[config.mk]
export PLATFORM = sky130hd
export DESIGN_NAME = cpuTop
export DESIGN_NICKNAME = d
export VERILOG_FILES = /design/src/source/cpuPkg.sv /design/src/source/fetchStage.sv /design/src/source/decodeStage.sv /design/src/source/hazardDetect.sv /design/src/source/executeStage.sv /design/src/source/memoryStage.sv /design/src/source/cpuTop.sv
export VERILOG_INCLUDE_DIRS = /design/src /design/src/source
export SDC_FILE = /design/constraint.sdc
export NUM_CORES = 2
export LEC_CHECK = 0
export BUFFER_PORTS_ARGS = -buffer_cell sky130_fd_sc_hd__buf_4
export CORE_MARGIN = 2
export CORE_UTILIZATION = 35
export CTS_CLUSTER_SIZE = 40
export DETAILED_ROUTE_END_ITERATION = 6
export PLACE_DENSITY = 0.58
export SETUP_SLACK_MARGIN = 0.15
export SYNTH_ARGS = -nofsm -noshare
export SYNTH_HDL_FRONTEND = slang
export SYNTH_HIERARCHICAL = 1
export SYNTH_SLANG_ARGS = --single-unit
[constraint.sdc]
create_clock -name clk -period 12.75 [get_ports clk]
set_clock_uncertainty 0.05 [all_clocks]
set_input_delay 1.275 -clock clk [delete_from_list [all_inputs] [get_ports clk]]
set_output_delay 1.275 -clock clk [all_outputs]
set_load 0.005 [all_outputs]
[src/source/cpu_consts.svh]
`ifndef CPU_CONSTS_SVH
`define CPU_CONSTS_SVH

// Datapath and storage sizes
`define WORD_W      16
`define REG_CNT     8
`define REG_W       3
`define IMEM_DEPTH  64
`define IMEM_AW     6
`define DMEM_DEPTH  32
`define DMEM_AW     5

// Opcodes live in instr[15:11]
`define OP_HALT     5'b00000
`define OP_NOP      5'b00001
`define OP_J        5'b00100
`define OP_ADDI     5'b01000
`define OP_BEQZ     5'b01100
`define OP_ST       5'b10000
`define OP_LD       5'b10001
`define OP_ADD      5'b11000
`define OP_SUB      5'b11001

`endif

[src/source/cpuPkg.sv]
`default_nettype none
`include "cpu_consts.svh"

package cpuPkg;

    // Three-register layout, ADD and SUB
    typedef struct packed {
        logic [4:0]        opcode;
        logic [`REG_W-1:0] rs;
        logic [`REG_W-1:0] rt;
        logic [`REG_W-1:0] rd;
        logic [1:0]        spare;
    } rFormFields;

    // Immediate layout, also carries the J target in its low 11 bits
    typedef struct packed {
        logic [4:0]        opcode;
        logic [`REG_W-1:0] rs;
        logic [`REG_W-1:0] rt;
        logic [4:0]        imm;
    } iFormFields;

    typedef union packed {
        rFormFields rForm;
        iFormFields iForm;
    } instrWord;

    typedef enum logic [1:0] {
        fwdRf    = 2'd0, // Value read in decode
        fwdExMem = 2'd1,
        fwdMemWb = 2'd2
    } fwdSel;

    typedef struct packed {
        logic                valid;
        logic [`WORD_W-1:0]  pc;
        instrWord            instr;
    } ifIdReg;

    typedef struct packed {
        logic                valid;
        logic [4:0]          opcode;
        logic [`REG_W-1:0]   rd;
        logic                regWrite;
        logic [`REG_W-1:0]   rs;
        logic [`REG_W-1:0]   rt;
        logic [`WORD_W-1:0]  opA;
        logic [`WORD_W-1:0]  opB;
        logic [`WORD_W-1:0]  imm;      // Branch target for BEQZ
        logic                memRead;
        logic                memWrite;
        fwdSel               fwdA;
        fwdSel               fwdB;
    } idExReg;

    typedef struct packed {
        logic                valid;
        logic [`REG_W-1:0]   rd;
        logic                regWrite;
        logic [`WORD_W-1:0]  result;   // ALU value or memory address
        logic [`WORD_W-1:0]  storeData;
        logic                memRead;
        logic                memWrite;
    } exMemReg;

    typedef struct packed {
        logic                valid;
        logic [`REG_W-1:0]   rd;
        logic                regWrite;
        logic [`WORD_W-1:0]  result;
    } memWbReg;

endpackage

`default_nettype wire

[src/source/fetchStage.sv]
`timescale 1ns/100ps
`default_nettype none
`include "cpu_consts.svh"

module fetchStage (
    input  wire                      clk,
    input  wire                      rstN,
    input  wire                      run,
    input  wire                      progWrite,
    input  wire [`IMEM_AW-1:0]       progAddr,
    input  wire [`WORD_W-1:0]        progData,
    input  wire                      stall,
    input  wire                      squash,
    input  wire                      redirect,
    input  wire [`WORD_W-1:0]        redirectPc,
    output cpuPkg::ifIdReg           ifId
);

    logic [`WORD_W-1:0] imem [`IMEM_DEPTH];
    logic [`WORD_W-1:0] pc;
    cpuPkg::instrWord   fetched;

    assign fetched = imem[pc[`IMEM_AW-1:0]]; // PC wraps on the low bits

    // Program load port, only while the core is held
    always_ff @(posedge clk) begin
        if (progWrite && !run) begin
            imem[progAddr] <= progData;
        end
    end

    always_ff @(posedge clk) begin
        if (!rstN || !run) begin
            pc <= '0; // Next run starts at address 0
        end else if (redirect) begin
            pc <= redirectPc; // Taken branch or jump wins over a stall
        end else if (!stall) begin
            pc <= pc + `WORD_W'(1);
        end
    end

    // IF/ID register
    always_ff @(posedge clk) begin
        if (!rstN) begin
            ifId.valid <= 1'b0;
        end else if (!run || squash) begin
            ifId.valid <= 1'b0;
        end else if (!stall) begin
            ifId.valid <= 1'b1;
            ifId.pc    <= pc;
            ifId.instr <= fetched;
        end
    end

endmodule

`default_nettype wire

[src/source/decodeStage.sv]
`timescale 1ns/100ps
`default_nettype none
`include "cpu_consts.svh"

module decodeStage (
    input  wire                      clk,
    input  wire                      rstN,
    input  wire cpuPkg::ifIdReg      ifId,
    input  wire                      stall,
    input  wire                      bubble,
    input  wire                      squash,
    input  wire cpuPkg::fwdSel       fwdA,
    input  wire cpuPkg::fwdSel       fwdB,
    input  wire cpuPkg::memWbReg     memWb,
    output cpuPkg::idExReg           idEx,
    output logic                     jumpTaken,
    output logic [`WORD_W-1:0]       jumpPc,
    output logic                     halted
);

    logic [`WORD_W-1:0] regFile [`REG_CNT];
    cpuPkg::instrWord   instr;
    logic [4:0]         opcode;
    logic [`WORD_W-1:0] immExt;
    logic [1:0]         haltPipe;  // HALT walking through execute and memory
    logic               stopped;
    logic               haltDecoded;
    cpuPkg::idExReg     idExNext;

    function automatic logic [`WORD_W-1:0] readReg(input logic [`REG_W-1:0] r);
        if (r == '0) begin
            return '0;
        end
        if (memWb.valid && memWb.regWrite && memWb.rd == r) begin
            return memWb.result; // Write in the same cycle
        end
        return regFile[r];
    endfunction

    assign instr       = ifId.instr;
    assign opcode      = instr.rForm.opcode;
    assign immExt      = {{(`WORD_W-5){instr.iForm.imm[4]}}, instr.iForm.imm};
    assign stopped     = halted | (|haltPipe);
    assign haltDecoded = ifId.valid & ~stopped & ~stall & ~squash & (opcode == `OP_HALT);

    // J resolves here, absolute 11-bit target
    assign jumpTaken = ifId.valid & ~stopped & (opcode == `OP_J);
    assign jumpPc    = {{(`WORD_W-11){1'b0}}, instr.iForm.rs, instr.iForm.rt, instr.iForm.imm};

    always_comb begin
        idExNext          = '0;
        // A jump squash only clears IF/ID, the J itself moves on
        idExNext.valid    = ifId.valid & ~stopped & ~bubble & ~(squash & ~jumpTaken);
        idExNext.opcode   = opcode;
        idExNext.rs       = instr.rForm.rs;
        idExNext.rt       = instr.rForm.rt;
        idExNext.opA      = readReg(instr.rForm.rs);
        idExNext.opB      = readReg(instr.rForm.rt);
        idExNext.imm      = immExt;
        idExNext.fwdA     = fwdA;
        idExNext.fwdB     = fwdB;
        case (opcode)
            `OP_ADD, `OP_SUB: begin
                idExNext.rd       = instr.rForm.rd;
                idExNext.regWrite = 1'b1;
            end
            `OP_ADDI: begin
                idExNext.rd       = instr.iForm.rt;
                idExNext.regWrite = 1'b1;
            end
            `OP_LD: begin
                idExNext.rd       = instr.iForm.rt;
                idExNext.regWrite = 1'b1;
                idExNext.memRead  = 1'b1;
            end
            `OP_ST:   idExNext.memWrite = 1'b1;
            `OP_BEQZ: idExNext.imm = ifId.pc + `WORD_W'(1) + immExt; // Target, pc relative
            default: ;
        endcase
        if (idExNext.rd == '0) begin
            idExNext.regWrite = 1'b0; // R0 is never written
        end
    end

    always_ff @(posedge clk) begin
        if (!rstN) begin
            for (int i = 0; i < `REG_CNT; i++) begin
                regFile[i] <= '0;
            end
        end else if (memWb.valid && memWb.regWrite && memWb.rd != '0) begin
            regFile[memWb.rd] <= memWb.result;
        end
    end

    always_ff @(posedge clk) begin
        if (!rstN) begin
            idEx.valid <= 1'b0;
        end else begin
            idEx <= idExNext;
        end
    end

    // Halted rises as HALT sits in MEM/WB
    always_ff @(posedge clk) begin
        if (!rstN) begin
            haltPipe <= '0;
            halted   <= 1'b0;
        end else begin
            haltPipe <= {haltPipe[0], haltDecoded};
            halted   <= halted | haltPipe[1];
        end
    end

endmodule

`default_nettype wire

[src/source/hazardDetect.sv]
`timescale 1ns/100ps
`default_nettype none
`include "cpu_consts.svh"

module hazardDetect (
    input  wire                      clk,
    input  wire                      rstN,
    input  wire cpuPkg::instrWord    instr,
    input  wire                      instrValid,
    input  wire cpuPkg::idExReg      idEx,
    input  wire cpuPkg::exMemReg     exMem,
    input  wire cpuPkg::memWbReg     memWb,
    input  wire                      branchTaken,
    input  wire                      jumpTaken,
    output logic                     stall,
    output logic                     bubble,
    output logic                     squash,
    output cpuPkg::fwdSel            fwdA,
    output cpuPkg::fwdSel            fwdB
);

    logic [4:0]        opcode;
    logic [`REG_W-1:0] srcA;
    logic [`REG_W-1:0] srcB;
    logic              useA;
    logic              useB;
    logic              loadUse;
    logic              jumpHeld;

    // Chooses where the source comes from one cycle later, in execute
    // A write now in MEM/WB reaches decode through the register file bypass
    function automatic cpuPkg::fwdSel pickSource(input logic needed,
                                                 input logic [`REG_W-1:0] src);
        if (!needed || src == '0) begin
            return cpuPkg::fwdRf;
        end
        // Youngest writer first
        if (idEx.valid && idEx.regWrite && idEx.rd == src) begin
            return cpuPkg::fwdExMem;
        end
        if (exMem.valid && exMem.regWrite && exMem.rd == src) begin
            return cpuPkg::fwdMemWb;
        end
        return cpuPkg::fwdRf;
    endfunction

    assign opcode = instr.rForm.opcode;
    assign srcA   = instr.rForm.rs;
    assign srcB   = instr.rForm.rt;

    // Which fields are real sources for this opcode
    always_comb begin
        useA = 1'b0;
        useB = 1'b0;
        case (opcode)
            `OP_ADD, `OP_SUB, `OP_ST: begin
                useA = 1'b1;
                useB = 1'b1; // ST data comes from rt
            end
            `OP_ADDI, `OP_LD, `OP_BEQZ: useA = 1'b1;
            default: ;
        endcase
    end

    always_comb begin
        fwdA = pickSource(useA, srcA);
        fwdB = pickSource(useB, srcB);
    end

    // Load data is not ready until MEM/WB
    assign loadUse = instrValid && idEx.valid && idEx.memRead && idEx.regWrite &&
                     ((useA && srcA == idEx.rd) || (useB && srcB == idEx.rd));

    assign stall  = loadUse;
    assign bubble = loadUse;

    // A jump held in decode has already squashed once
    always_ff @(posedge clk) begin
        if (!rstN) begin
            jumpHeld <= 1'b0;
        end else begin
            jumpHeld <= jumpTaken && stall;
        end
    end

    assign squash = branchTaken || (jumpTaken && !jumpHeld);

endmodule

`default_nettype wire

[src/source/executeStage.sv]
`timescale 1ns/100ps
`default_nettype none
`include "cpu_consts.svh"

module executeStage (
    input  wire                      clk,
    input  wire                      rstN,
    input  wire cpuPkg::idExReg      idEx,
    input  wire cpuPkg::exMemReg     exMemFwd,
    input  wire cpuPkg::memWbReg     memWbFwd,
    output cpuPkg::exMemReg          exMem,
    output logic                     branchTaken,
    output logic [`WORD_W-1:0]       branchPc
);

    logic [`WORD_W-1:0] opA;
    logic [`WORD_W-1:0] opB;
    logic [`WORD_W-1:0] aluOut;
    cpuPkg::exMemReg    exMemNext;

    function automatic logic [`WORD_W-1:0] pickOperand(input cpuPkg::fwdSel sel,
                                                       input logic [`WORD_W-1:0] regVal);
        case (sel)
            cpuPkg::fwdExMem: return exMemFwd.result;
            cpuPkg::fwdMemWb: return memWbFwd.result;
            default:          return regVal;
        endcase
    endfunction

    always_comb begin
        opA = pickOperand(idEx.fwdA, idEx.opA);
        opB = pickOperand(idEx.fwdB, idEx.opB);
    end

    always_comb begin
        case (idEx.opcode)
            `OP_ADD:                  aluOut = opA + opB;
            `OP_SUB:                  aluOut = opA - opB;
            `OP_ADDI, `OP_LD, `OP_ST: aluOut = opA + idEx.imm; // LD/ST address too
            default:                  aluOut = '0;
        endcase
    end

    // BEQZ tests the forwarded rs
    assign branchTaken = idEx.valid && idEx.opcode == `OP_BEQZ && opA == '0;
    assign branchPc    = idEx.imm;

    always_comb begin
        exMemNext           = '0;
        exMemNext.valid     = idEx.valid;
        exMemNext.rd        = idEx.rd;
        exMemNext.regWrite  = idEx.regWrite;
        exMemNext.result    = aluOut;
        exMemNext.storeData = opB;
        exMemNext.memRead   = idEx.memRead;
        exMemNext.memWrite  = idEx.memWrite;
    end

    always_ff @(posedge clk) begin
        if (!rstN) begin
            exMem.valid <= 1'b0;
        end else begin
            exMem <= exMemNext;
        end
    end

endmodule

`default_nettype wire

[src/source/memoryStage.sv]
`timescale 1ns/100ps
`default_nettype none
`include "cpu_consts.svh"

module memoryStage (
    input  wire                      clk,
    input  wire                      rstN,
    input  wire cpuPkg::exMemReg     exMem,
    output cpuPkg::memWbReg          memWb,
    output logic                     wbValid,
    output logic [`REG_W-1:0]        wbReg,
    output logic [`WORD_W-1:0]       wbData
);

    logic [`WORD_W-1:0]  dmem [`DMEM_DEPTH];
    logic [`DMEM_AW-1:0] addr;
    logic [`WORD_W-1:0]  loadData;

    assign addr     = exMem.result[`DMEM_AW-1:0]; // Upper address bits ignored
    assign loadData = dmem[addr];

    always_ff @(posedge clk) begin
        if (exMem.valid && exMem.memWrite) begin
            dmem[addr] <= exMem.storeData;
        end
    end

    // MEM/WB register
    always_ff @(posedge clk) begin
        if (!rstN) begin
            memWb.valid <= 1'b0;
        end else begin
            memWb.valid    <= exMem.valid;
            memWb.rd       <= exMem.rd;
            memWb.regWrite <= exMem.regWrite;
            memWb.result   <= exMem.memRead ? loadData : exMem.result;
        end
    end

    // Writeback report, one strobe per register write
    assign wbValid = memWb.valid && memWb.regWrite && memWb.rd != '0;
    assign wbReg   = memWb.rd;
    assign wbData  = memWb.result;

endmodule

`default_nettype wire

[src/source/cpuTop.sv]
`timescale 1ns/100ps
`default_nettype none
`include "cpu_consts.svh"

module cpuTop (
    input  wire                      clk,
    input  wire                      rstN,
    input  wire                      run,
    input  wire                      progWrite,
    input  wire [`IMEM_AW-1:0]       progAddr,
    input  wire [`WORD_W-1:0]        progData,
    output logic                     wbValid,
    output logic [`REG_W-1:0]        wbReg,
    output logic [`WORD_W-1:0]       wbData,
    output logic                     halted
);

    cpuPkg::ifIdReg     ifId;
    cpuPkg::idExReg     idEx;
    cpuPkg::exMemReg    exMem;
    cpuPkg::memWbReg    memWb;
    cpuPkg::fwdSel      fwdA;
    cpuPkg::fwdSel      fwdB;
    logic               stall;
    logic               bubble;
    logic               squash;
    logic               branchTaken;
    logic               jumpTaken;
    logic               redirect;
    logic [`WORD_W-1:0] branchPc;
    logic [`WORD_W-1:0] jumpPc;
    logic [`WORD_W-1:0] redirectPc;

    // The older branch wins over a jump in decode
    assign redirect   = branchTaken | jumpTaken;
    assign redirectPc = branchTaken ? branchPc : jumpPc;

    fetchStage uFetch (
        .clk(clk), .rstN(rstN), .run(run),
        .progWrite(progWrite), .progAddr(progAddr), .progData(progData),
        .stall(stall), .squash(squash),
        .redirect(redirect), .redirectPc(redirectPc),
        .ifId(ifId)
    );

    decodeStage uDecode (
        .clk(clk), .rstN(rstN), .ifId(ifId),
        .stall(stall), .bubble(bubble), .squash(squash),
        .fwdA(fwdA), .fwdB(fwdB), .memWb(memWb),
        .idEx(idEx), .jumpTaken(jumpTaken), .jumpPc(jumpPc), .halted(halted)
    );

    hazardDetect uHazard (
        .clk(clk), .rstN(rstN),
        .instr(ifId.instr), .instrValid(ifId.valid),
        .idEx(idEx), .exMem(exMem), .memWb(memWb),
        .branchTaken(branchTaken), .jumpTaken(jumpTaken),
        .stall(stall), .bubble(bubble), .squash(squash),
        .fwdA(fwdA), .fwdB(fwdB)
    );

    executeStage uExecute (
        .clk(clk), .rstN(rstN), .idEx(idEx),
        .exMemFwd(exMem), .memWbFwd(memWb),
        .exMem(exMem), .branchTaken(branchTaken), .branchPc(branchPc)
    );

    memoryStage uMemory (
        .clk(clk), .rstN(rstN), .exMem(exMem), .memWb(memWb),
        .wbValid(wbValid), .wbReg(wbReg), .wbData(wbData)
    );

endmodule

`default_nettype wire

==> results by group <==
Outcome
  – Status: completed

STA
  – Least-Margin Pin Slew: approximately 1.2 ns
  – Setup TNS: 0 ns
  – Rel. slew slack: 17.2%
  – FMAX: 0.210 GHz
  – Setup WS post-layout: approximately 8 ns
  – Max Slew Vio Count: 0
  – Unrepaired setup endpoints after global routing: false
  – Min cycle time layout: between 4 and 5 ns
  – Final Hold Vio Count: 0
  – Crit share post-route: between 30% and 40%
  – Setup Viol. Count Final: 0

CTS
  – Clk sink count: 1841
  – CTS H-Tree Depth: 4
  – Post_cts resized: 0
  – CTS max path bufs: 3
  – Hold_buf cts: 0
  – TritonCTS buffer count: 190
  – Post-CTS Setup Bufs: 0
  – CTS tree: done
  – Clock latency on the worst-skew pair: 0.84 ns
  – Clk slew on worst S/H paths: 0.06 ns
  – CTS root buffer: clkbuf_16

Die
  – DIE HEIGHT: 471 um
  – IO Count: 47
  – Core footprint: roughly 220000 um2
  – Starting Density: 35.2%
  – Die area: 222000 um2
  – DIE WIDTH: 471 um
  – Row count: 171

Placement
  – Worst slack, placed: 8.03 ns
  – I/O Buffers: 46
  – Gpl congestion: 0.883
  – Post-detailed-placement half-perimeter wirelength: ~120000 um
  – Area of placed instances: 79900 um2

Drt
  – Antenna-violating nets left: 0
  – DRC viols: 0
  – Via-per-instance ratio: 5.47
  – DRT Wirelength: 196000 um
  – WL per Instance: between 20 and 30 um
  – Initial detailed-routing violation count: between 4000 and 5000
  – Routed via count: 39600
  – Initial DRT Pass Iterations: 6

Final layout
  – Share of layout cells above drive strength 1: between 20 and 25%
  – Fill count: ~19000
  – Finished Cell Area: 85900 um2
  – Most frequent cells in the layout: 1817 x edfxtp_1, 373 x mux4_2, 215 x mux2i_1, 202 x buf_4, 192 x clkbuf_16
  – Leading cell type in the layout, fill and taps excluded: edfxtp_1
  – Synthesis-to-finish area growth: 12.7%
  – Fin nets: 4280

Min path
  – Worst hold-check path type: reg -> reg
  – Number of instances on the worst hold path: 0

GRT
  – Largest net degree at the start of global routing: 112
  – Vias in the first global route: 39800
  – Grt total ovfl: 0
  – Global Route Usage Sum: 17.5%
  – Initial antenna violation count: 3
  – First-pass GRT wire length: 285000 um

Setup path
  – Critical path's top delay family: simple AND/OR/NAND/NOR gates
  – Crit Path Max Fanout: 32
  – Largest stage delay on the critical path: 0.93 ns
  – Levels on crit path: 10
  – Critical Path RT: around 13 ns
  – Most frequent cell on the critical path: o21ai_0
  – FF-to-FF path depth: 10
  – Setup crit start kind: register
  – Crit path capture type: register
  – CP max-delay cell: ha_1
  – Worst path bufs/invs: 2
  – Critical path arrival: about 5.4 ns
  – Critical path type: reg -> reg
  – Worst path cell trace: ha_1, o21ai_0, nor4_1, nand4_1, nor4_2, buf_4, or2_1, clkinv_1, o21ai_0, a21oi_1

Synth
  – Post-synthesis cell count: 4081
  – Synth warnings: 6
  – Mean area per synthesized cell: roughly 19 um2
  – Mapped Area: 76200 um2

Power and ir drop
  – Switching pwr: 2880 uW
  – Flop pwr share: 53.1%
  – Pwr Density: 149 nW/um2
  – Leakage: around 0.027 uW
  – VDD IR max: 0.000143 V
  – Logic pwr share: about 5.4%
  – Total power: 12800 uW
  – Sw Share: 22.4%
  – Clock power frac: between 40% and 50%
  – Internal power: around 9900 uW

Job
  – Max cap viols: 0
[registers in the layout (all words and copies together), names as in the netlist, 3 cells and up]
name / count
uFetch/imem: 1024
uDecode/idEx: 64
uDecode/regFile: 128
uExecute/exMem: 39
uMemory/wbReg: 3
uFetch/ifId: 33
uMemory/dmem: 512
uFetch/pc: 16
uMemory/wbData: 16
[area by class of cell]
class,instances,area [um2],area share (%)
flip-flops and latches,1841,55100,64.1
clock inverters,113,993,1.16
repair buffers,205,1570,1.82
multi-input cells,1948,19600,22.8
clock buffers,241,4990,5.81
diodes,8,20.0,0.0233
well taps,2854,3570,4.16
inverters,30,113,0.131
[worst reg2reg max path, stage by stage (launching register included)]
cell and delay (ns):
edfxtp_1 0.38, ha_1 0.93, o21ai_0 0.46, nor4_1 0.55
nand4_1 0.17, nor4_2 0.23, buf_4 0.37, or2_1 0.30
clkinv_1 0.66, o21ai_0 0.46, a21oi_1 0.07
[per-layer routing]
metal | global-route usage, % | vias up | routed length [um]
li1 | - | 16900 | -
met1 | 24.4 | 21100 | 84500
met2 | 28.2 | 1347 | 94300
met3 | 2.81 | 289 | 12300
met4 | 5.28 | 2 | 5280
met5 | 0 | - | 15
[worst paths after layout]
path | start | endpoint | slack [ns]
worst max-delay path | uDecode/idEx[3] | uFetch/pc[10] | 7.99
worst min-delay path | uExecute/exMem[34] | uMemory/memWb[16] | 0.40
worst max register to register | uDecode/idEx[3] | uFetch/pc[10] | 7.99
worst min register to register | uExecute/exMem[34] | uMemory/memWb[16] | 0.40
[power groups by stage]
stage | logic [uW] | registers, uW | clock network, uW
floorplan | 434 | 6910 | 0
global placement | 696 | 6940 | 0
detailed placement | 700 | 6940 | 0
CTS | 702 | 6810 | 5420
global route | 747 | 6820 | 5670
finish | 697 | 6810 | 5310
[through the flow]
step / hold slack, ns / utilization [%] / std cells
floorplan: 0.350 / - / 4101
global route: 0.404 / 39.6 / 7233
CTS: 0.402 / 39.6 / 7232
finish: 0.398 / 39.6 / 7240
detailed placement: 0.355 / 36.9 / 6878
global placement: 0.367 / 36.9 / 6878
Power figures use the tool's default switching activity.
